**src/mipsControlPkg.sv**
```systemverilog
package mipsControlPkg;

    // Field widths fixed by the MIPS instruction format
    localparam int instrWidth   = 32;
    localparam int opcodeWidth  = 6;
    localparam int functWidth   = 6;
    localparam int regAddrWidth = 5;

    // Primary opcodes, instr[31:26]
    localparam logic [opcodeWidth-1:0] opRtype  = 6'd0;
    localparam logic [opcodeWidth-1:0] opRegimm = 6'd1;   // bltz and bgez, picked by rt
    localparam logic [opcodeWidth-1:0] opJ      = 6'd2;
    localparam logic [opcodeWidth-1:0] opJal    = 6'd3;
    localparam logic [opcodeWidth-1:0] opBeq    = 6'd4;
    localparam logic [opcodeWidth-1:0] opBne    = 6'd5;
    localparam logic [opcodeWidth-1:0] opBlez   = 6'd6;
    localparam logic [opcodeWidth-1:0] opBgtz   = 6'd7;
    localparam logic [opcodeWidth-1:0] opAddi   = 6'd8;
    localparam logic [opcodeWidth-1:0] opAddiu  = 6'd9;
    localparam logic [opcodeWidth-1:0] opSlti   = 6'd10;
    localparam logic [opcodeWidth-1:0] opSltiu  = 6'd11;
    localparam logic [opcodeWidth-1:0] opAndi   = 6'd12;
    localparam logic [opcodeWidth-1:0] opOri    = 6'd13;
    localparam logic [opcodeWidth-1:0] opXori   = 6'd14;
    localparam logic [opcodeWidth-1:0] opLui    = 6'd15;
    localparam logic [opcodeWidth-1:0] opLb     = 6'd32;
    localparam logic [opcodeWidth-1:0] opLh     = 6'd33;
    localparam logic [opcodeWidth-1:0] opLw     = 6'd35;
    localparam logic [opcodeWidth-1:0] opLbu    = 6'd36;
    localparam logic [opcodeWidth-1:0] opLhu    = 6'd37;
    localparam logic [opcodeWidth-1:0] opSb     = 6'd40;
    localparam logic [opcodeWidth-1:0] opSh     = 6'd41;
    localparam logic [opcodeWidth-1:0] opSw     = 6'd43;

    // R-type funct codes, instr[5:0]
    localparam logic [functWidth-1:0] functSll  = 6'd0;
    localparam logic [functWidth-1:0] functSrl  = 6'd2;
    localparam logic [functWidth-1:0] functSra  = 6'd3;
    localparam logic [functWidth-1:0] functSllv = 6'd4;
    localparam logic [functWidth-1:0] functSrlv = 6'd6;
    localparam logic [functWidth-1:0] functSrav = 6'd7;
    localparam logic [functWidth-1:0] functJr   = 6'd8;
    localparam logic [functWidth-1:0] functJalr = 6'd9;
    localparam logic [functWidth-1:0] functAdd  = 6'd32;
    localparam logic [functWidth-1:0] functAddu = 6'd33;
    localparam logic [functWidth-1:0] functSub  = 6'd34;
    localparam logic [functWidth-1:0] functSubu = 6'd35;
    localparam logic [functWidth-1:0] functAnd  = 6'd36;
    localparam logic [functWidth-1:0] functOr   = 6'd37;
    localparam logic [functWidth-1:0] functXor  = 6'd38;
    localparam logic [functWidth-1:0] functNor  = 6'd39;
    localparam logic [functWidth-1:0] functSlt  = 6'd42;
    localparam logic [functWidth-1:0] functSltu = 6'd43;

    // rt selects under opRegimm
    localparam logic [regAddrWidth-1:0] rtBltz = 5'd0;
    localparam logic [regAddrWidth-1:0] rtBgez = 5'd1;

    typedef enum logic [4:0] {
        aluNop, aluAdd, aluSub, aluAnd, aluOr, aluXor, aluNor, aluSlt, aluSltu,
        aluSll, aluSrl, aluSra,
        aluAndi, aluOri, aluXori, aluLui,
        aluBne, aluBlez, aluBgtz, aluBltz, aluBgez
    } aluOp_t;

    typedef enum logic [1:0] {regDstRt, regDstRd, regDstRa} regDst_t;       // Ra is r31

    typedef enum logic [1:0] {memToRegAlu, memToRegMem, memToRegPc4} memToReg_t;

    typedef enum logic [1:0] {npcSeq, npcBranch, npcJump} npcType_t;

    typedef enum logic [2:0] {
        memRNone, memRWord, memRByte, memRByteU, memRHalf, memRHalfU
    } memRBits_t;

    typedef enum logic [1:0] {memWrNone, memWrWord, memWrHalf, memWrByte} memWrBits_t;

    // Code 1 means shamt on operand A and the immediate on operand B
    typedef logic [1:0] aluSrc_t;
    localparam aluSrc_t aluSrcReg   = 2'd0;
    localparam aluSrc_t aluSrcShamt = 2'd1;
    localparam aluSrc_t aluSrcImm   = 2'd1;

    typedef struct packed {
        logic       illegal;
        logic       regWrite;
        regDst_t    regDst;
        memToReg_t  memToReg;
        logic       memRead;
        logic       memWrite;
        memRBits_t  memRBits;
        memWrBits_t memWrBits;
        aluOp_t     aluOp;
        aluSrc_t    aluSrcA;
        aluSrc_t    aluSrcB;
        npcType_t   npcType;
        logic       pcSrc;
        logic       jumpSrc;      // Jump target from rs
    } ctrlWord_t;

    typedef struct packed {
        logic                  cyc;
        logic                  stb;
        logic                  we;
        logic                  adr;
        logic [instrWidth-1:0] dat;
    } wbReq_t;

    typedef struct packed {
        logic                  ack;
        logic [instrWidth-1:0] dat;
    } wbRsp_t;

endpackage

```
**src/functDecoder.sv**
```systemverilog
`timescale 1ns/1ps

module functDecoder
(
    input  logic [mipsControlPkg::instrWidth-1:0] instr,
    output mipsControlPkg::ctrlWord_t             ctrl
);

    logic [mipsControlPkg::functWidth-1:0] funct;

    assign funct = instr[mipsControlPkg::functWidth-1:0];

    // Opcode is not checked here, the combiner owns that choice
    always_comb
    begin
        ctrl          = '0;
        ctrl.regWrite = 1'b1;                         // Common case, ALU result to rd
        ctrl.regDst   = mipsControlPkg::regDstRd;
        case (funct)
            mipsControlPkg::functSll:
            begin
                ctrl.aluOp   = mipsControlPkg::aluSll;
                ctrl.aluSrcA = mipsControlPkg::aluSrcShamt;
            end
            mipsControlPkg::functSrl:
            begin
                ctrl.aluOp   = mipsControlPkg::aluSrl;
                ctrl.aluSrcA = mipsControlPkg::aluSrcShamt;
            end
            mipsControlPkg::functSra:
            begin
                ctrl.aluOp   = mipsControlPkg::aluSra;
                ctrl.aluSrcA = mipsControlPkg::aluSrcShamt;
            end
            mipsControlPkg::functSllv:
                ctrl.aluOp = mipsControlPkg::aluSll;  // Amount from rs
            mipsControlPkg::functSrlv:
                ctrl.aluOp = mipsControlPkg::aluSrl;
            mipsControlPkg::functSrav:
                ctrl.aluOp = mipsControlPkg::aluSra;
            mipsControlPkg::functAdd, mipsControlPkg::functAddu:
                ctrl.aluOp = mipsControlPkg::aluAdd;
            mipsControlPkg::functSub, mipsControlPkg::functSubu:
                ctrl.aluOp = mipsControlPkg::aluSub;
            mipsControlPkg::functAnd:
                ctrl.aluOp = mipsControlPkg::aluAnd;
            mipsControlPkg::functOr:
                ctrl.aluOp = mipsControlPkg::aluOr;
            mipsControlPkg::functXor:
                ctrl.aluOp = mipsControlPkg::aluXor;
            mipsControlPkg::functNor:
                ctrl.aluOp = mipsControlPkg::aluNor;
            mipsControlPkg::functSlt:
                ctrl.aluOp = mipsControlPkg::aluSlt;
            mipsControlPkg::functSltu:
                ctrl.aluOp = mipsControlPkg::aluSltu;
            mipsControlPkg::functJr:
            begin
                ctrl.regWrite = 1'b0;                 // Pure jump, nothing written back
                ctrl.regDst   = mipsControlPkg::regDstRt;
                ctrl.npcType  = mipsControlPkg::npcJump;
                ctrl.jumpSrc  = 1'b1;
            end
            mipsControlPkg::functJalr:
            begin
                ctrl.memToReg = mipsControlPkg::memToRegPc4;   // Link into rd
                ctrl.npcType  = mipsControlPkg::npcJump;
                ctrl.jumpSrc  = 1'b1;
            end
            default:
            begin
                ctrl         = '0;
                ctrl.illegal = 1'b1;
            end
        endcase
    end

endmodule

```
**src/opcodeDecoder.sv**
```systemverilog
`timescale 1ns/1ps

module opcodeDecoder
(
    input  logic [mipsControlPkg::instrWidth-1:0] instr,
    output mipsControlPkg::ctrlWord_t             ctrl
);

    localparam int rtLsb = 16;

    logic [mipsControlPkg::opcodeWidth-1:0]  opcode;
    logic [mipsControlPkg::regAddrWidth-1:0] rt;

    assign opcode = instr[mipsControlPkg::instrWidth-1 -: mipsControlPkg::opcodeWidth];
    assign rt     = instr[rtLsb +: mipsControlPkg::regAddrWidth];

    // rs op imm into rt
    function automatic mipsControlPkg::ctrlWord_t immCtrl(
        input mipsControlPkg::aluOp_t op
    );
        mipsControlPkg::ctrlWord_t c;
        c          = '0;
        c.regWrite = 1'b1;
        c.regDst   = mipsControlPkg::regDstRt;
        c.aluSrcB  = mipsControlPkg::aluSrcImm;
        c.aluOp    = op;
        return c;
    endfunction

    function automatic mipsControlPkg::ctrlWord_t loadCtrl(
        input mipsControlPkg::memRBits_t rBits
    );
        mipsControlPkg::ctrlWord_t c;
        c          = immCtrl(mipsControlPkg::aluAdd);   // Address is rs + imm
        c.memToReg = mipsControlPkg::memToRegMem;
        c.memRead  = 1'b1;
        c.memRBits = rBits;
        return c;
    endfunction

    function automatic mipsControlPkg::ctrlWord_t storeCtrl(
        input mipsControlPkg::memWrBits_t wrBits
    );
        mipsControlPkg::ctrlWord_t c;
        c           = '0;
        c.memWrite  = 1'b1;
        c.memWrBits = wrBits;
        c.aluOp     = mipsControlPkg::aluAdd;
        c.aluSrcB   = mipsControlPkg::aluSrcImm;
        return c;
    endfunction

    // Compare happens in the ALU, target from the branch unit
    function automatic mipsControlPkg::ctrlWord_t branchCtrl(
        input mipsControlPkg::aluOp_t op
    );
        mipsControlPkg::ctrlWord_t c;
        c         = '0;
        c.pcSrc   = 1'b1;
        c.npcType = mipsControlPkg::npcBranch;
        c.aluOp   = op;
        return c;
    endfunction

    always_comb
    begin
        ctrl         = '0;
        ctrl.illegal = 1'b1;                          // Cleared by every known opcode
        case (opcode)
            mipsControlPkg::opAddi, mipsControlPkg::opAddiu:
                ctrl = immCtrl(mipsControlPkg::aluAdd);
            mipsControlPkg::opSlti:
                ctrl = immCtrl(mipsControlPkg::aluSlt);
            mipsControlPkg::opSltiu:
                ctrl = immCtrl(mipsControlPkg::aluSltu);
            mipsControlPkg::opAndi:
                ctrl = immCtrl(mipsControlPkg::aluAndi);
            mipsControlPkg::opOri:
                ctrl = immCtrl(mipsControlPkg::aluOri);
            mipsControlPkg::opXori:
                ctrl = immCtrl(mipsControlPkg::aluXori);
            mipsControlPkg::opLui:
                ctrl = immCtrl(mipsControlPkg::aluLui);
            mipsControlPkg::opLw:
                ctrl = loadCtrl(mipsControlPkg::memRWord);
            mipsControlPkg::opLb:
                ctrl = loadCtrl(mipsControlPkg::memRByte);
            mipsControlPkg::opLbu:
                ctrl = loadCtrl(mipsControlPkg::memRByteU);
            mipsControlPkg::opLh:
                ctrl = loadCtrl(mipsControlPkg::memRHalf);
            mipsControlPkg::opLhu:
                ctrl = loadCtrl(mipsControlPkg::memRHalfU);
            mipsControlPkg::opSw:
                ctrl = storeCtrl(mipsControlPkg::memWrWord);
            mipsControlPkg::opSh:
                ctrl = storeCtrl(mipsControlPkg::memWrHalf);
            mipsControlPkg::opSb:
                ctrl = storeCtrl(mipsControlPkg::memWrByte);
            mipsControlPkg::opBeq:
                ctrl = branchCtrl(mipsControlPkg::aluSub);     // Equal when difference is zero
            mipsControlPkg::opBne:
                ctrl = branchCtrl(mipsControlPkg::aluBne);
            mipsControlPkg::opBlez:
                ctrl = branchCtrl(mipsControlPkg::aluBlez);
            mipsControlPkg::opBgtz:
                ctrl = branchCtrl(mipsControlPkg::aluBgtz);
            mipsControlPkg::opRegimm:
            begin
                if (rt == mipsControlPkg::rtBltz)
                    ctrl = branchCtrl(mipsControlPkg::aluBltz);
                else if (rt == mipsControlPkg::rtBgez)
                    ctrl = branchCtrl(mipsControlPkg::aluBgez);
            end
            mipsControlPkg::opJ:
            begin
                ctrl.illegal = 1'b0;
                ctrl.npcType = mipsControlPkg::npcJump;   // Target from instr_index
            end
            mipsControlPkg::opJal:
            begin
                ctrl.illegal  = 1'b0;
                ctrl.regWrite = 1'b1;
                ctrl.regDst   = mipsControlPkg::regDstRa;
                ctrl.memToReg = mipsControlPkg::memToRegPc4;
                ctrl.npcType  = mipsControlPkg::npcJump;
            end
            default:
                ctrl.illegal = 1'b1;                  // Includes opRtype
        endcase
    end

endmodule

```
**src/controlCombine.sv**
```systemverilog
`timescale 1ns/1ps

module controlCombine
(
    input  logic                                  clk,
    input  logic                                  reset,
    input  logic [mipsControlPkg::instrWidth-1:0] instr,
    input  mipsControlPkg::ctrlWord_t             rtypeCtrl,
    input  mipsControlPkg::ctrlWord_t             otherCtrl,
    output mipsControlPkg::ctrlWord_t             ctrl
);

    logic                      isRtype;
    mipsControlPkg::ctrlWord_t nextCtrl;

    assign isRtype = instr[mipsControlPkg::instrWidth-1 -: mipsControlPkg::opcodeWidth]
                     == mipsControlPkg::opRtype;

    assign nextCtrl = isRtype ? rtypeCtrl : otherCtrl;

    // Loads every cycle, so the word trails the instruction register by one clock
    always_ff @(posedge clk)
    begin
        if (reset)
        begin
            ctrl <= '0;
        end
        else
        begin
            ctrl <= nextCtrl;
        end
    end

endmodule

```
**src/controlBusPort.sv**
```systemverilog
`timescale 1ns/1ps

module controlBusPort
(
    input  logic                                  clk,
    input  logic                                  reset,
    input  mipsControlPkg::wbReq_t                wbReq,
    output mipsControlPkg::wbRsp_t                wbRsp,
    input  mipsControlPkg::ctrlWord_t             ctrl,
    output logic [mipsControlPkg::instrWidth-1:0] instr
);

    localparam int padWidth = mipsControlPkg::instrWidth - $bits(mipsControlPkg::ctrlWord_t);

    logic                                  ack;
    logic                                  req;
    logic                                  accept;
    logic [mipsControlPkg::instrWidth-1:0] instrReg;

    assign req    = wbReq.cyc && wbReq.stb;
    assign accept = req && !ack;                      // No second ack for a held request

    always_ff @(posedge clk)
    begin
        if (reset)
        begin
            ack      <= 1'b0;
            instrReg <= '0;
        end
        else
        begin
            ack <= accept;
            if (accept && wbReq.we && (wbReq.adr == 1'b0))
            begin
                instrReg <= wbReq.dat;                // Address 1 writes are dropped
            end
        end
    end

    assign instr     = instrReg;
    assign wbRsp.ack = ack;

    // Master holds adr through the ack cycle
    always_comb
    begin
        if (wbReq.adr)
        begin
            wbRsp.dat = {{padWidth{1'b0}}, ctrl};
        end
        else
        begin
            wbRsp.dat = instrReg;
        end
    end

endmodule

```
**src/mipsControl.sv**
```systemverilog
`timescale 1ns/1ps

module mipsControl
(
    input  logic                   clk,
    input  logic                   reset,
    input  mipsControlPkg::wbReq_t wbReq,
    output mipsControlPkg::wbRsp_t wbRsp
);

    logic [mipsControlPkg::instrWidth-1:0] instr;
    mipsControlPkg::ctrlWord_t             rtypeCtrl;
    mipsControlPkg::ctrlWord_t             otherCtrl;
    mipsControlPkg::ctrlWord_t             ctrl;

    // Host side, instruction register and readback
    controlBusPort busPort_i
    (
        .clk   (clk),
        .reset (reset),
        .wbReq (wbReq),
        .wbRsp (wbRsp),
        .ctrl  (ctrl),
        .instr (instr)
    );

    functDecoder functDec_i
    (
        .instr (instr),
        .ctrl  (rtypeCtrl)
    );

    opcodeDecoder opcodeDec_i
    (
        .instr (instr),
        .ctrl  (otherCtrl)
    );

    // Picks by opcode and registers
    controlCombine combine_i
    (
        .clk       (clk),
        .reset     (reset),
        .instr     (instr),
        .rtypeCtrl (rtypeCtrl),
        .otherCtrl (otherCtrl),
        .ctrl      (ctrl)
    );

endmodule

```
**config.mk**
```make
export PLATFORM = sky130hd
export DESIGN_NAME = mipsControl
export DESIGN_NICKNAME = d
export VERILOG_FILES = /design/src/mipsControlPkg.sv /design/src/functDecoder.sv /design/src/opcodeDecoder.sv /design/src/controlCombine.sv /design/src/controlBusPort.sv /design/src/mipsControl.sv
export SDC_FILE = /design/constraint.sdc
export NUM_CORES = 1
export LEC_CHECK = 0
export ABC_AREA = 1
export BUFFER_PORTS_ARGS = -buffer_cell sky130_fd_sc_hd__buf_4
export CORE_AREA = 2 2 126 98
export DETAILED_ROUTE_END_ITERATION = 6
export DIE_AREA = 0 0 128 100
export MAX_ROUTING_LAYER = met4
export PLACE_DENSITY = 0.62
export SYNTH_ARGS = -nofsm -noshare
export SYNTH_HDL_FRONTEND = slang
export SYNTH_HIERARCHICAL = 1
export SYNTH_SLANG_ARGS = --single-unit
```
**constraint.sdc**
```tcl
create_clock -name clk -period 1.45 [get_ports clk]
set_input_delay 0.145 -clock clk [delete_from_list [all_inputs] [get_ports clk]]
set_output_delay 0.145 -clock clk [all_outputs]
set_load 0.005 [all_outputs]
```
==> metrics.md <==
| Metric | Value |
|---|---|
| Status | `completed` |
| RR Endpoint | `combine_i/ctrl[25]$_SDFF_PP0_` |
| Nets | `726` |
| Sw Pwr | `1.35 mW` |
| R2r worst-path depth | `12` |
| Critical path class | `flop to flop` |
| CP arrival | `1710 ps` |
| Clock Root Buffer | `clkbuf_16` |
| Initial antenna violation count | `0` |
| Most used DFF post-synth | `dfxtp_1` |
| Remaining DRCs | `0` |
| RSZ-0062 raised after global routing | `true` |
| DR pass1 iterations | `5` |
| Xor-xnor portion of the synthesized cell area | `0%` |
| Post-synthesis compound-gate area fraction | `5.86%` |
| Reg2reg start | `busPort_i/instr[31]$_SDFFE_PP0P_` |
| GRT Resource Usage Total | `17.1%` |
| Tmin final | `1440 ps` |
| Clock power frac | `46.7%` |
| Int Power | `3.89 mW` |
| Vias | `3803` |
| Die H | `100 um` |
| Area fraction of the dominant cell type after synthesis | `29.8%` |
| Pwr Total | `5.23 mW` |
| WP data required | `1720 ps` |
| H-tree depth | `3` |
| Adder-cell share of the synthesized area | `0%` |
| Combinational share of power | `18.9%` |
| DRT Wirelength | `10500 um` |
| Setup crit end kind | `flop` |
| FILL cells | `1207` |
| Area contributors post-synth | `dfxtp_1, nand2_1, nor2_1, inv_1, nand3_1` |
| Hold Path Stages | `3` |
| EDFF count, synth | `0` |
| Hold Fails Final Rpt | `0` |
| CP max FO | `6` |
| Vias in the first global route | `3493` |
| Num ports | `71` |
| HPWL Detailed | `7440 um` |
| Clock sink total | `59` |
| Synth top cells by count | `nand2_1, nor2_1, inv_1` |
| Synth async-reset ratio | `0%` |
| Power per Cell Area | `1010 nW/um^2` |
| Max_cap viols | `0` |
| Simple logic cell fraction of the synthesized area | `38.0%` |
| Routed vias/inst | `4.52` |
| Routed WL per cell | `12.5 um` |
| Core area | `11700 um^2` |
| CTS clock-pin slew for the worst setup and hold paths | `50 ps` |
| Setup Skew | `4.00 ps` |
| Port bufs | `70` |
| Post-synth top area cell | `dfxtp_1` |
| Routed Antenna Nets | `0` |
| Worst skew pair latency | `330 ps` |
| Die area | `12800 um^2` |
| Hold Crit Class | `primary input to flop` |
| Synthesis Warnings | `6` |
| Synth cell types | `30` |
| Crit start category | `flop` |
| Largest net degree at the start of global routing | `65` |
| Layout area overhead | `30.1%` |
| Final setup vio count | `0` |
| Starting Density | `33.8%` |
| Mux contribution to synthesized area | `7.38%` |
| Reg-to-reg slack, setup | `10 ps` |
| First-pass GRT wire length | `17100 um` |
| CTS tree | `built` |
| LEAKAGE | `2.60 nW` |
| Cells after Synth | `600` |
| Switching Fraction | `25.7%` |
| Max Freq | `695 MHz` |
| FF+latch count, synth | `59` |
| Avg Synthesized Cell Area | `6.61 um^2` |
| Die Width | `128 um` |
| Combinational family with the most area after synthesis | `simple AND/OR/NAND/NOR gates` |
| Power share of the sequential group | `34.4%` |
| Tcrit/Tclk final | `99.3%` |
| Setup WS pre-CTS | `-33.3 ps` |
| Worst Hold End | `busPort_i/ack$_SDFF_PP0_` |
| Post-Syn Area | `3970 um^2` |
| Grt total ovfl | `0` |
| Layout cells sized above 1 | `31.9%` |
| Count leader, synth | `nand2_1` |
| Antenna Cells | `0` |
| GPL Wtd Cong | `0.904` |
| Max-slew violations | `0` |
| Post-synthesis sequential area ratio | `29.8%` |
| Clock Path Buffers | `2` |
| Start point of the worst hold path | `wbReq[34]` |
| Initial drt markers | `216` |
| Setup ws final | `10.7 ps` |
| Number of CTS-inserted buffers | `9` |
| Rows | `35` |
| Post-layout util | `44.0%` |
| Maximum VDD drop | `0.000609 V` |
==> layout by cell type, fill, tap and decap left out, types with 12 or more instances in the layout <==
cell / n
conb_1: 20
buf_4: 102
mux2_2: 26
dfxtp_1: 48
nand3_1: 55
nor2_4: 12
nand2_1: 115
a21oi_1: 34
inv_1: 77
nor2_1: 110
==> power groups by stage <==
stage	Combinational (mW)	Clock, mW	Sequential (mW)
6_report	0.991	2.44	1.80
4_1_cts	0.971	2.49	1.80
3_3_place_gp	0.956	0	1.83
5_1_grt	1.11	2.57	1.81
3_5_place_dp	0.960	0	1.83
2_1_floorplan	0.673	0	1.81
==> cell families after synthesis <==
| group | after synthesis |
|---|---|
| AND/OR/NAND/NOR | 331 |
| buffers and inverters | 139 |
| flip-flops | 59 |
| AO/OA/AOI/OAI | 43 |
| multiplexers | 26 |
| other | 2 |
==> worst max path at each step <==
stage / startpoint / slack [ps] / cells past startpoint / endpoint
global placement: busPort_i/instr[29]$_SDFFE_PP0P_ / -40 / 10 / combine_i/ctrl[25]$_SDFF_PP0_
CTS: busPort_i/instr[1]$_SDFFE_PP0P_ / 20 / 8 / combine_i/ctrl[22]$_SDFF_PP0_
detailed placement: busPort_i/instr[29]$_SDFFE_PP0P_ / -30 / 10 / combine_i/ctrl[25]$_SDFF_PP0_
floorplan: busPort_i/instr[26]$_SDFFE_PP0P_ / 100 / 10 / combine_i/ctrl[9]$_SDFF_PP0_
global route: busPort_i/instr[31]$_SDFFE_PP0P_ / -90 / 12 / combine_i/ctrl[25]$_SDFF_PP0_
finish: busPort_i/instr[31]$_SDFFE_PP0P_ / 10 / 12 / combine_i/ctrl[25]$_SDFF_PP0_
==> per-stage QoR <==
stage | instances | cell area [um^2] | hold WS [ps] | TNS [ps]
after floorplan | 618 | 4040 | 222 | 0
after global placement | 817 | 4630 | 338 | -95.1
after detailed placement | 817 | 4630 | 346 | -88.9
after CTS | 835 | 5020 | 93.8 | 0
after global routing | 841 | 5160 | 106 | -516
final | 841 | 5160 | 102 | 0
==> timing repair <==
| action | 4_1_cts | 5_1_grt |
|---|---|---|
| endpoints found under the setup margin | 4 | 19 |
| hold buffers | 1 | 0 |
| pin swaps | 1 | 10 |
| setup buffers | 1 | 6 |
| endpoints found under the hold margin | 1 | 0 |
| gates resized for setup | 7 | 37 |
==> final cells by class <==
class | count | area, um^2 | area share, %
Clock buffer | 13 | 280 | 5.43
Clock inverter | 3 | 67.6 | 1.31
Inverter | 89 | 337 | 6.52
Multi-Input combinational cell | 420 | 2200 | 42.6
Sequential cell | 59 | 1200 | 23.3
Tap cell | 148 | 185 | 3.59
Timing Repair Buffer | 109 | 887 | 17.2
==> routing by layer <==
metal,global-route usage (%),up-vias,share of wire [%]
met5,-,-,0
met4,4.99,0,1.1
met3,3.46,12,6.2
met2,24.3,102,41
met1,24.5,1710,51
li1,-,1979,-
==> flip-flops by register name, summed over array words and instances (netlist names) <==
name and count:
busPort_i/ack 1, busPort_i/instr 32, combine_i/ctrl 26
==> critical path, cell delays in order, from the launching register on <==
cell and delay (ps):
dfxtp_4 360, inv_4 60, nor2_4 50, buf_4 140, nand3_1 80, nand2_2 70
nor2_2 130, nand3_2 90, nor2_2 140, inv_1 50, nand2_1 60, nand2_1 40
nor2_1 100
Power figures use the tool's default switching activity.
